**config.mk**
```make
export PLATFORM = sky130hd
export DESIGN_NAME = sfm_acc_top
export DESIGN_NICKNAME = d
export VERILOG_FILES = /design/src/common/sfm_acc_pkg.sv /design/src/rtl/sfm_tag_fifo.sv /design/src/rtl/mac/sfm_mac_pipe.sv /design/src/rtl/sched/sfm_acc_sched.sv /design/src/rtl/sfm_acc_top.sv
export SDC_FILE = /design/constraint.sdc
export NUM_CORES = 2
export LEC_CHECK = 0
export BUFFER_PORTS_ARGS = -buffer_cell sky130_fd_sc_hd__buf_2
export CAP_MARGIN = 10
export CORE_ASPECT_RATIO = 1.75
export CORE_UTILIZATION = 30
export DETAILED_ROUTE_END_ITERATION = 8
export GPL_TIMING_DRIVEN = 0
export PLACE_DENSITY_LB_ADDON = 0.05
export SYNTH_ARGS = -nofsm -noshare
export SYNTH_HDL_FRONTEND = slang
export SYNTH_HIERARCHICAL = 1
export SYNTH_SLANG_ARGS = --single-unit
```
**constraint.sdc**
```tcl
create_clock -name clk_i -period 23.2 [get_ports clk_i]
set_input_delay 3.48 -clock clk_i [delete_from_list [all_inputs] [get_ports clk_i]]
set_output_delay 3.48 -clock clk_i [all_outputs]
set_load 0.1 [all_outputs]
```
**src/common/sfm_acc_pkg.sv**
```systemverilog
// ------------------------------
// Widths, defaults and types shared by the
// softmax accumulator, plus the MAC operation encoding
// ------------------------------

package sfm_acc_pkg;

    // Unsigned integer addends
    localparam int unsigned ADD_WIDTH = 16;

    // Q0.16 rescaling factors
    localparam int unsigned FACTOR_WIDTH = 16;

    localparam int unsigned ACC_WIDTH = 32;

    // Tags wrap and compare modulo 16
    localparam int unsigned TAG_WIDTH = 4;

    localparam int unsigned NUM_STAGES_DEF = 3;
    localparam int unsigned FIFO_DEPTH_DEF = 4;

    typedef enum logic [1:0] {
        OP_ADD   = 2'd0,
        OP_MUL   = 2'd1,
        OP_FMADD = 2'd2
    } mac_op_e;

    typedef logic [ACC_WIDTH-1:0] acc_t;
    typedef logic [TAG_WIDTH-1:0] tag_t;

    // Width of a count that runs from zero up to the pipe depth
    function automatic int unsigned uses_width(input int unsigned num_stages);
        return $clog2(num_stages + 1);
    endfunction

endpackage

```
**src/rtl/sfm_tag_fifo.sv**
```systemverilog
// ------------------------------
// Circular-buffer FIFO holding tagged
// addend and factor entries
// ------------------------------

`timescale 1ns/10ps

module sfm_tag_fifo #(
    parameter int unsigned DATA_WIDTH = 20,
    parameter int unsigned FIFO_DEPTH = 4
) (
    input  logic                  clk_i,
    input  logic                  rst_ni,
    input  logic                  clear_i,
    input  logic                  push_i,
    input  logic [DATA_WIDTH-1:0] data_i,
    input  logic                  pop_i,
    output logic [DATA_WIDTH-1:0] data_o,
    output logic                  full_o,
    output logic                  empty_o
);

    localparam int unsigned PTR_WIDTH = (FIFO_DEPTH > 1) ? $clog2(FIFO_DEPTH) : 1;
    localparam int unsigned CNT_WIDTH = $clog2(FIFO_DEPTH + 1);
    localparam logic [PTR_WIDTH-1:0] LAST_PTR = PTR_WIDTH'(FIFO_DEPTH - 1);

    logic [DATA_WIDTH-1:0] mem_q [FIFO_DEPTH];
    logic [PTR_WIDTH-1:0]  rd_ptr_q;
    logic [PTR_WIDTH-1:0]  wr_ptr_q;
    logic [CNT_WIDTH-1:0]  count_q;

    // Depth need not be a power of two
    function automatic logic [PTR_WIDTH-1:0] ptr_next(input logic [PTR_WIDTH-1:0] ptr);
        logic [PTR_WIDTH-1:0] nxt;
        nxt = (ptr == LAST_PTR) ? '0 : ptr + PTR_WIDTH'(1);
        return nxt;
    endfunction

    always_ff @(posedge clk_i or negedge rst_ni) begin
        if (!rst_ni) begin
            rd_ptr_q <= '0;
            wr_ptr_q <= '0;
            count_q  <= '0;
        end else if (clear_i) begin
            rd_ptr_q <= '0;
            wr_ptr_q <= '0;
            count_q  <= '0;
        end else begin
            if (push_i) begin
                wr_ptr_q <= ptr_next(wr_ptr_q);
            end
            if (pop_i) begin
                rd_ptr_q <= ptr_next(rd_ptr_q);
            end
            if (push_i && !pop_i) begin
                count_q <= count_q + CNT_WIDTH'(1);
            end else if (pop_i && !push_i) begin
                count_q <= count_q - CNT_WIDTH'(1);
            end
        end
    end

    always_ff @(posedge clk_i) begin
        if (push_i) begin
            mem_q[wr_ptr_q] <= data_i;
        end
    end

    // Head shows up the cycle after its push
    assign data_o  = mem_q[rd_ptr_q];
    assign full_o  = (count_q == CNT_WIDTH'(FIFO_DEPTH));
    assign empty_o = (count_q == '0);

    a_no_push_full : assert property (@(posedge clk_i) disable iff (!rst_ni)
        push_i |-> !full_o);

    a_no_pop_empty : assert property (@(posedge clk_i) disable iff (!rst_ni)
        pop_i |-> !empty_o);

endmodule

```
**src/rtl/mac/sfm_mac_pipe.sv**
```systemverilog
// ------------------------------
// Pipelined fixed-point multiply-add with
// tag and valid carried alongside the result
// ------------------------------

`timescale 1ns/10ps

module sfm_mac_pipe
    import sfm_acc_pkg::*;
#(
    parameter int unsigned NUM_STAGES = NUM_STAGES_DEF
) (
    input  logic    clk_i,
    input  logic    rst_ni,
    input  logic    clear_i,
    input  logic    issue_valid_i,
    input  mac_op_e op_i,
    input  acc_t    a_i,
    input  acc_t    b_i,
    input  acc_t    c_i,
    input  tag_t    tag_i,
    output logic    res_valid_o,
    output acc_t    res_o,
    output tag_t    res_tag_o
);

    logic [2*ACC_WIDTH-1:0] prod;
    acc_t                   scaled;
    acc_t                   result;

    logic [NUM_STAGES-1:0]  valid_q;
    acc_t                   data_q [NUM_STAGES];
    tag_t                   tag_q  [NUM_STAGES];

    // Factor sits in the low bits of c_i as Q0.16
    assign prod   = a_i * c_i;
    assign scaled = prod[FACTOR_WIDTH +: ACC_WIDTH];

    always_comb begin
        case (op_i)
            OP_MUL:   result = scaled;
            OP_FMADD: result = scaled + b_i;
            default:  result = a_i + b_i;
        endcase
    end

    always_ff @(posedge clk_i or negedge rst_ni) begin
        if (!rst_ni) begin
            valid_q <= '0;
        end else if (clear_i) begin
            valid_q <= '0;
        end else begin
            valid_q[0] <= issue_valid_i;
            for (int i = 1; i < NUM_STAGES; i++) begin
                valid_q[i] <= valid_q[i-1];
            end
        end
    end

    // Result computed up front, then delayed to the full depth
    always_ff @(posedge clk_i) begin
        data_q[0] <= result;
        tag_q[0]  <= tag_i;
        for (int i = 1; i < NUM_STAGES; i++) begin
            data_q[i] <= data_q[i-1];
            tag_q[i]  <= tag_q[i-1];
        end
    end

    assign res_valid_o = valid_q[NUM_STAGES-1];
    assign res_o       = data_q[NUM_STAGES-1];
    assign res_tag_o   = tag_q[NUM_STAGES-1];

    a_issue_latency : assert property (@(posedge clk_i) disable iff (!rst_ni || clear_i)
        issue_valid_i |-> ##NUM_STAGES res_valid_o);

endmodule

```
**src/rtl/sched/sfm_acc_sched.sv**
```systemverilog
// ------------------------------
// Accumulator scheduler: tag and in-flight
// counting, factor use tracking, operand
// selection and the final reduction
// ------------------------------

`timescale 1ns/10ps

module sfm_acc_sched
    import sfm_acc_pkg::*;
#(
    parameter int unsigned NUM_STAGES = NUM_STAGES_DEF,
    localparam int unsigned USES_WIDTH = uses_width(NUM_STAGES)
) (
    input  logic                    clk_i,
    input  logic                    rst_ni,
    input  logic                    clear_i,
    input  logic                    reduce_i,
    input  logic                    add_take_i,
    input  logic                    mul_take_i,
    input  acc_t                    addend_head_i,
    input  tag_t                    addend_tag_i,
    input  logic                    addend_empty_i,
    input  logic [FACTOR_WIDTH-1:0] factor_head_i,
    input  tag_t                    factor_tag_i,
    input  logic [USES_WIDTH-1:0]   factor_uses_i,
    input  logic                    factor_empty_i,
    input  logic                    res_valid_i,
    input  acc_t                    res_i,
    input  tag_t                    res_tag_i,
    output logic                    addend_pop_o,
    output logic                    factor_pop_o,
    output tag_t                    new_tag_o,
    output logic [USES_WIDTH-1:0]   new_uses_o,
    output logic                    issue_valid_o,
    output mac_op_e                 op_o,
    output acc_t                    a_o,
    output acc_t                    b_o,
    output acc_t                    c_o,
    output tag_t                    issue_tag_o,
    output logic                    acc_valid_o,
    output acc_t                    acc_o
);

    tag_t                  tag_cnt_q;
    logic [USES_WIDTH-1:0] in_flight_q;
    logic [USES_WIDTH-1:0] uses_cnt_q;
    acc_t                  hold_q;
    logic                  hold_valid_q;
    acc_t                  acc_q;
    logic                  acc_valid_q;

    logic reducing;
    logic fac_hit;
    logic add_hit;
    logic start_sum;
    logic last_use;
    logic final_res;
    logic hold_load;
    logic hold_merge;

    assign reducing = reduce_i & addend_empty_i & factor_empty_i;

    // A waiting addend with the same tag goes in before the factor is applied
    assign fac_hit = res_valid_i & ~factor_empty_i & (factor_tag_i == res_tag_i)
                   & ~(~addend_empty_i & (addend_tag_i == res_tag_i));

    // After scaling, the sum expects addends of the next tag
    assign add_hit = res_valid_i & ~addend_empty_i
                   & (addend_tag_i == (fac_hit ? res_tag_i + tag_t'(1) : res_tag_i));

    // Only addends younger than every factor may open a new sum,
    // so each factor's uses value covers all sums it must scale
    assign start_sum = ~res_valid_i & ~addend_empty_i & (addend_tag_i == tag_cnt_q);

    assign last_use = (uses_cnt_q == factor_uses_i - USES_WIDTH'(1));

    assign final_res  = reducing & res_valid_i & ~hold_valid_q
                      & (in_flight_q == USES_WIDTH'(1));
    assign hold_load  = reducing & res_valid_i & ~hold_valid_q & ~final_res;
    assign hold_merge = reducing & res_valid_i & hold_valid_q;

    assign addend_pop_o = add_hit | start_sum;
    // A factor taken with nothing in flight has no sum to scale
    assign factor_pop_o = ~factor_empty_i & ((factor_uses_i == '0) | (fac_hit & last_use));

    assign new_tag_o  = tag_cnt_q + tag_t'(mul_take_i);
    assign new_uses_o = in_flight_q + USES_WIDTH'(start_sum);

    always_comb begin
        issue_valid_o = 1'b0;
        op_o          = OP_ADD;
        a_o           = res_i;
        b_o           = '0;
        c_o           = acc_t'(factor_head_i);
        issue_tag_o   = res_tag_i;
        if (reducing) begin
            issue_valid_o = hold_merge;
            b_o           = hold_q;
        end else if (res_valid_i) begin
            // Sums in flight are always reissued, changed or not
            issue_valid_o = 1'b1;
            if (add_hit) begin
                b_o = addend_head_i;
            end
            if (fac_hit) begin
                op_o        = add_hit ? OP_FMADD : OP_MUL;
                issue_tag_o = res_tag_i + tag_t'(1);
            end
        end else begin
            issue_valid_o = start_sum;
            a_o           = addend_head_i;
            issue_tag_o   = addend_tag_i;
        end
    end

    always_ff @(posedge clk_i or negedge rst_ni) begin
        if (!rst_ni) begin
            tag_cnt_q    <= '0;
            in_flight_q  <= '0;
            uses_cnt_q   <= '0;
            hold_valid_q <= 1'b0;
            acc_valid_q  <= 1'b0;
            acc_q        <= '0;
        end else if (clear_i) begin
            tag_cnt_q    <= '0;
            in_flight_q  <= '0;
            uses_cnt_q   <= '0;
            hold_valid_q <= 1'b0;
            acc_valid_q  <= 1'b0;
            acc_q        <= '0;
        end else begin
            if (mul_take_i) begin
                tag_cnt_q <= tag_cnt_q + tag_t'(1);
            end
            if (start_sum) begin
                in_flight_q <= in_flight_q + USES_WIDTH'(1);
            end else if (hold_merge) begin
                in_flight_q <= in_flight_q - USES_WIDTH'(1);
            end else if (final_res) begin
                in_flight_q <= '0;
            end
            if (fac_hit) begin
                uses_cnt_q <= last_use ? '0 : uses_cnt_q + USES_WIDTH'(1);
            end
            if (hold_load) begin
                hold_valid_q <= 1'b1;
            end else if (hold_merge) begin
                hold_valid_q <= 1'b0;
            end
            acc_valid_q <= final_res;
            if (final_res) begin
                acc_q <= res_i;
            end
        end
    end

    always_ff @(posedge clk_i) begin
        if (hold_load) begin
            hold_q <= res_i;
        end
    end

    assign acc_valid_o = acc_valid_q;
    assign acc_o       = acc_q;

    // Each sum holds one pipe slot, so the pipe depth bounds the count
    a_in_flight_bound : assert property (@(posedge clk_i) disable iff (!rst_ni)
        in_flight_q <= USES_WIDTH'(NUM_STAGES));

    a_uses_bound : assert property (@(posedge clk_i) disable iff (!rst_ni)
        (!factor_empty_i && factor_uses_i != '0) |-> (uses_cnt_q < factor_uses_i));

    a_take_when_idle : assert property (@(posedge clk_i) disable iff (!rst_ni)
        reducing |-> !add_take_i && !mul_take_i);

endmodule

```
**src/rtl/sfm_acc_top.sv**
```systemverilog
// ------------------------------
// Softmax accumulator top: addend and
// factor FIFOs, scheduler and MAC pipe
// ------------------------------

`timescale 1ns/10ps

module sfm_acc_top
    import sfm_acc_pkg::*;
#(
    parameter int unsigned NUM_STAGES = NUM_STAGES_DEF,
    parameter int unsigned FIFO_DEPTH = FIFO_DEPTH_DEF
) (
    input  logic                    clk_i,
    input  logic                    rst_ni,
    input  logic                    clear_i,
    input  logic                    add_valid_i,
    input  logic [ADD_WIDTH-1:0]    add_i,
    input  logic                    mul_valid_i,
    input  logic [FACTOR_WIDTH-1:0] mul_i,
    input  logic                    reduce_i,
    output logic                    ready_o,
    output logic                    acc_valid_o,
    output acc_t                    acc_o
);

    localparam int unsigned USES_WIDTH     = uses_width(NUM_STAGES);
    localparam int unsigned ADDEND_ENTRY_W = ADD_WIDTH + TAG_WIDTH;
    localparam int unsigned FACTOR_ENTRY_W = FACTOR_WIDTH + TAG_WIDTH + USES_WIDTH;

    logic add_take;
    logic mul_take;

    logic [ADDEND_ENTRY_W-1:0] addend_in;
    logic [ADDEND_ENTRY_W-1:0] addend_out;
    logic                      addend_pop;
    logic                      addend_full;
    logic                      addend_empty;
    acc_t                      addend_head;
    tag_t                      addend_tag;

    logic [FACTOR_ENTRY_W-1:0] factor_in;
    logic [FACTOR_ENTRY_W-1:0] factor_out;
    logic                      factor_pop;
    logic                      factor_full;
    logic                      factor_empty;
    logic [FACTOR_WIDTH-1:0]   factor_head;
    tag_t                      factor_tag;
    tag_t                      factor_tag_in;
    logic [USES_WIDTH-1:0]     factor_uses;

    tag_t                  new_tag;
    logic [USES_WIDTH-1:0] new_uses;

    logic    issue_valid;
    mac_op_e op;
    acc_t    op_a;
    acc_t    op_b;
    acc_t    op_c;
    tag_t    issue_tag;
    logic    res_valid;
    acc_t    res;
    tag_t    res_tag;

    // Inputs are refused for the whole reduction
    assign ready_o  = ~(addend_full | factor_full) & ~reduce_i;
    assign add_take = add_valid_i & ready_o;
    assign mul_take = mul_valid_i & ready_o;

    // A factor's tag excludes itself, one below the tag given to addends
    assign factor_tag_in = new_tag - tag_t'(1);

    assign addend_in = {add_i, new_tag};
    assign factor_in = {mul_i, factor_tag_in, new_uses};

    assign addend_head = acc_t'(addend_out[ADDEND_ENTRY_W-1 -: ADD_WIDTH]);
    assign addend_tag  = addend_out[TAG_WIDTH-1:0];
    assign factor_head = factor_out[FACTOR_ENTRY_W-1 -: FACTOR_WIDTH];
    assign factor_tag  = factor_out[USES_WIDTH +: TAG_WIDTH];
    assign factor_uses = factor_out[USES_WIDTH-1:0];

    sfm_tag_fifo #(
        .DATA_WIDTH (ADDEND_ENTRY_W),
        .FIFO_DEPTH (FIFO_DEPTH)
    ) u_addend_fifo (
        .clk_i   (clk_i),
        .rst_ni  (rst_ni),
        .clear_i (clear_i),
        .push_i  (add_take),
        .data_i  (addend_in),
        .pop_i   (addend_pop),
        .data_o  (addend_out),
        .full_o  (addend_full),
        .empty_o (addend_empty)
    );

    sfm_tag_fifo #(
        .DATA_WIDTH (FACTOR_ENTRY_W),
        .FIFO_DEPTH (FIFO_DEPTH)
    ) u_factor_fifo (
        .clk_i   (clk_i),
        .rst_ni  (rst_ni),
        .clear_i (clear_i),
        .push_i  (mul_take),
        .data_i  (factor_in),
        .pop_i   (factor_pop),
        .data_o  (factor_out),
        .full_o  (factor_full),
        .empty_o (factor_empty)
    );

    sfm_acc_sched #(
        .NUM_STAGES (NUM_STAGES)
    ) u_sched (
        .clk_i          (clk_i),
        .rst_ni         (rst_ni),
        .clear_i        (clear_i),
        .reduce_i       (reduce_i),
        .add_take_i     (add_take),
        .mul_take_i     (mul_take),
        .addend_head_i  (addend_head),
        .addend_tag_i   (addend_tag),
        .addend_empty_i (addend_empty),
        .factor_head_i  (factor_head),
        .factor_tag_i   (factor_tag),
        .factor_uses_i  (factor_uses),
        .factor_empty_i (factor_empty),
        .res_valid_i    (res_valid),
        .res_i          (res),
        .res_tag_i      (res_tag),
        .addend_pop_o   (addend_pop),
        .factor_pop_o   (factor_pop),
        .new_tag_o      (new_tag),
        .new_uses_o     (new_uses),
        .issue_valid_o  (issue_valid),
        .op_o           (op),
        .a_o            (op_a),
        .b_o            (op_b),
        .c_o            (op_c),
        .issue_tag_o    (issue_tag),
        .acc_valid_o    (acc_valid_o),
        .acc_o          (acc_o)
    );

    sfm_mac_pipe #(
        .NUM_STAGES (NUM_STAGES)
    ) u_mac (
        .clk_i         (clk_i),
        .rst_ni        (rst_ni),
        .clear_i       (clear_i),
        .issue_valid_i (issue_valid),
        .op_i          (op),
        .a_i           (op_a),
        .b_i           (op_b),
        .c_i           (op_c),
        .tag_i         (issue_tag),
        .res_valid_o   (res_valid),
        .res_o         (res),
        .res_tag_o     (res_tag)
    );

endmodule

```
==> results summary <==
Setup repair after global routing left no endpoint under its margin. The final count of negative-setup-slack endpoints came out at 0. The post-placement worst setup slack came out at 6.09 ns.

At the worst endpoint, the required time is ~24 ns. The overall fraction of global-route tracks in use is about a quarter. The detailed-route wire length on metal 1 is approximately 60,000 um. The sequential element share of the synthesized area came out at 22.4%.

The highest routed metal layer is met5. The cell at the root of the clock tree is clkbuf_16. Sorting the synthesized cells by area gives the leading types as fa_1, edfxtp_1, inv_1. The later pin in the worst-skew pair is clocked with a latency of ~0.60 ns. The first-pass iteration count of the detailed router is 5.

For this run, design rule violations remaining after detail routing come to 0. Between clock sinks in the finished design, the worst skew comes to 0.0185 ns. Counting instances in the post-synthesis netlist gives the leading cell types as fa_1, inv_1, nand2_1, and2_1, ha_1. The cell type with the highest aggregate area in the netlist is fa_1. The met2 wire length is slightly above 100,000 um.

The mean instance size in the synthesized netlist came out at about 10 um2. The final max-slew violation count is 0. STA puts the critical path data arrival time at 16.91 ns. The most common cell in the synthesized netlist is fa_1. The routed length on met3 came out at 4300 um.

The wire length per cell came out at 28.7 um. Counting every sink on the clock net gives 367. The number of CTS-inserted buffers is 28. The total number of H-tree levels is 1. Synthesis inferred 367 register bits. The number of vias after detailed routing is 29,418. The height of the die is 503 um. The peak clock frequency supported by timing is 60.9 MHz. The number of enable flip-flop cells after synthesis came out at 200. The synthesized netlist contains 93 unique library cells.

The share of final-layout standard cells stronger than drive strength 1 is 7.44%. The critical path's largest stage delay came out at 0.73 ns. The pin count of the biggest net entering global routing came out at 53. At the pin with the least slew margin, the transition time is 1.35 ns. The number of buffers inserted to repair setup after CTS came out at 0.

The slowest stage of the critical path belongs to the cell xnor2_1. Once placement completed, the tool counted placed cells totaling 6,126. The residual antenna-violating net count after detailed routing is 0. The global placement routability congestion is 0.940. Synthesis produced 4,147 cells.

The die boundary width is about 290 um. The initial detailed-routing violation count is ~1,400. The CTS clock-pin slew for the worst setup and hold paths is 0.09 ns. The final critical-path setup slack is approximately 6.8 ns. The capturing element type of the critical path is a register.

The number of global-route vias before repair came out at roughly 33,000. The number of warnings printed during yosys synthesis is 6. TritonCTS built the clock tree. After routing the design area is 0.0472 mm2. Gates resized during post-CTS repair numbered 0.

The total congestion overflow after global routing is 0. By instance count, the cell type seen most on the critical path is fa_1. The final non-filler cell total is 6,189.

The share of synthesized registers carrying an async set or reset is 16.1%. The most used flip-flop cell after synthesis is edfxtp_1. The count of max-cap constraint violations came out at 0. The number of hold violations in the final report is 0. Along the worst path, the maximum fanout reaches 10. The via density per instance came out at 4.75. The time the final worst path needs with I/O delays and setup is 16.43 ns. For this block, the routed nets add up to 177,000 um of wire. Summed over its instances, the top area cell type makes up 36.3% of the synthesized netlist area.

The worst setup path is launched from a primary input. In this run the worst hold path is classified as register to register. The number of nets in the layout is 5,352.

Counting along the longest clock path gives a buffer depth of 3. The layout-stage area growth over the synthesis result is 9.61%. Adding up every negative setup slack in the final design gives 0 ns. The core footprint came out at 0.142 mm2.

The initial utilization of the core area, before any placement, comes to 30.3%. The worst pin sits at a relative slew slack of 9.83%. The number of filler instances in the final layout came out at 14,681.

The ratio of final minimum period to clock period came out at a little over 70%. The instance area after placement is 0.0462 mm2. The global-route wire length before repair is 252,000 um.

The post-synthesis instance area is around 0.043 mm2. The setup path with the least slack is of type primary input to register. The number of port buffers is 71. The die footprint is about 0.15 mm2. The post-cts hold buffer count came out at 0. The initial antenna violation count came to 13. The number of top-level pins is 72.

The HPWL after detailed placement came out at 152,000 um. The number of rows created at floorplan came out at between 150 and 200. The run finished with clean final reports.
-- layer usage --
metal  vias up  GRT usage [%]
met5         -              0
met2       614           50.2
li1      12910              -
met1     15608           25.4
met3       282           1.44
met4         4           14.3
-- state kept, by name, indices dropped and copies added (netlist names) --
| name | flops |
|---|---|
| u_sched/acc_o | 32 |
| u_factor_fifo/count_q | 3 |
| u_sched/in_flight_q | 2 |
| u_sched/uses_cnt_q | 2 |
| u_sched/hold_q | 32 |
| u_factor_fifo/rd_ptr_q | 2 |
| u_factor_fifo/mem_q | 88 |
| u_addend_fifo/mem_q | 80 |
| u_mac/tag_q | 12 |
| u_mac/data_q | 96 |
| u_sched/hold_valid_q | 1 |
| u_addend_fifo/rd_ptr_q | 2 |
| u_addend_fifo/count_q | 3 |
| u_sched/tag_cnt_q | 4 |
| u_factor_fifo/wr_ptr_q | 2 |
| u_addend_fifo/wr_ptr_q | 2 |
| u_sched/acc_valid_o | 1 |
| u_mac/valid_q | 3 |
-- cells by family (layout without fill, tap and decap cells) --
group	after synthesis	in the layout	synth area share [%]
flops	367	367	22.4
mux	86	86	3.37
buf+inv	1064	1200	10.1
fa+ha+maj	1007	1007	42.8
compound gates	324	324	5.19
simple gates	1174	1174	13.6
other cells	2	58	0.0174
xor+xnor	123	123	2.52
-- worst paths after layout --
path,startpoint,end,slack [ns],cells past startpoint
max,reduce_i,u_mac/data_q[0][31],6.77,39
min,u_mac/data_q[0][48],u_mac/data_q[0][80],0.32,0
max reg2reg,u_factor_fifo/count_q[1],u_mac/data_q[0][31],8.52,39
min reg2reg,u_mac/data_q[0][48],u_mac/data_q[0][80],0.32,0
max in group asynchronous,rst_ni,u_sched/acc_o[3],19.92,2
min in group asynchronous,rst_ni,u_factor_fifo/count_q[0],2.70,1
-- layout by cell type, fill, tap and decap left out, drive strengths merged, types with 10 or more instances in the layout --
cell type / count
inv: 784
fa: 781
nand2: 558
and2: 455
clkbuf: 232
ha: 226
edfxtp: 200
buf: 171
dfxtp: 108
o21ai: 93
xnor2: 86
a22o: 66
a21oi: 65
dfrtp: 59
nor2: 50
conb: 48
mux4: 42
xor2: 37
mux2: 33
a21o: 28
nor3: 23
nand3: 18
nand2b: 14
nor2b: 13
and3: 12
mux2i: 11
diode: 10
o21a: 10
-- final cells by class --
class,count,area (um2),share of cell area [%]
clock buffer,35,811,1.72
clock inverter,17,200,0.424
buffer,285,1440,3.04
inverter,779,2920,6.19
timing repair buffer,84,607,1.28
multi-input combinational,2762,29300,62.0
antenna,10,25.0,0.0530
tap,1850,2310,4.90
sequential,367,9640,20.4
-- stage by stage --
step	hold slack, ns	util (%)
floorplan	0.310	-
global placement	0.311	32.3
detailed placement	0.312	32.5
CTS	0.317	33.2
global route	0.330	33.2
finish	0.322	33.2
-- critical path, delay by kind of cell --
family	cells	cell delay [ns]
AO/OA/AOI/OAI	11	2.69
AND/OR/NAND/NOR	7	2.05
XOR/XNOR	3	1.05
buffers and inverters	7	2.19
multiplexers	1	0.42
adder cells (fa/ha/maj)	10	4.96
Power is not shown: default switching activity piles up to over one toggle a cycle in this logic, so the estimate is an artifact.
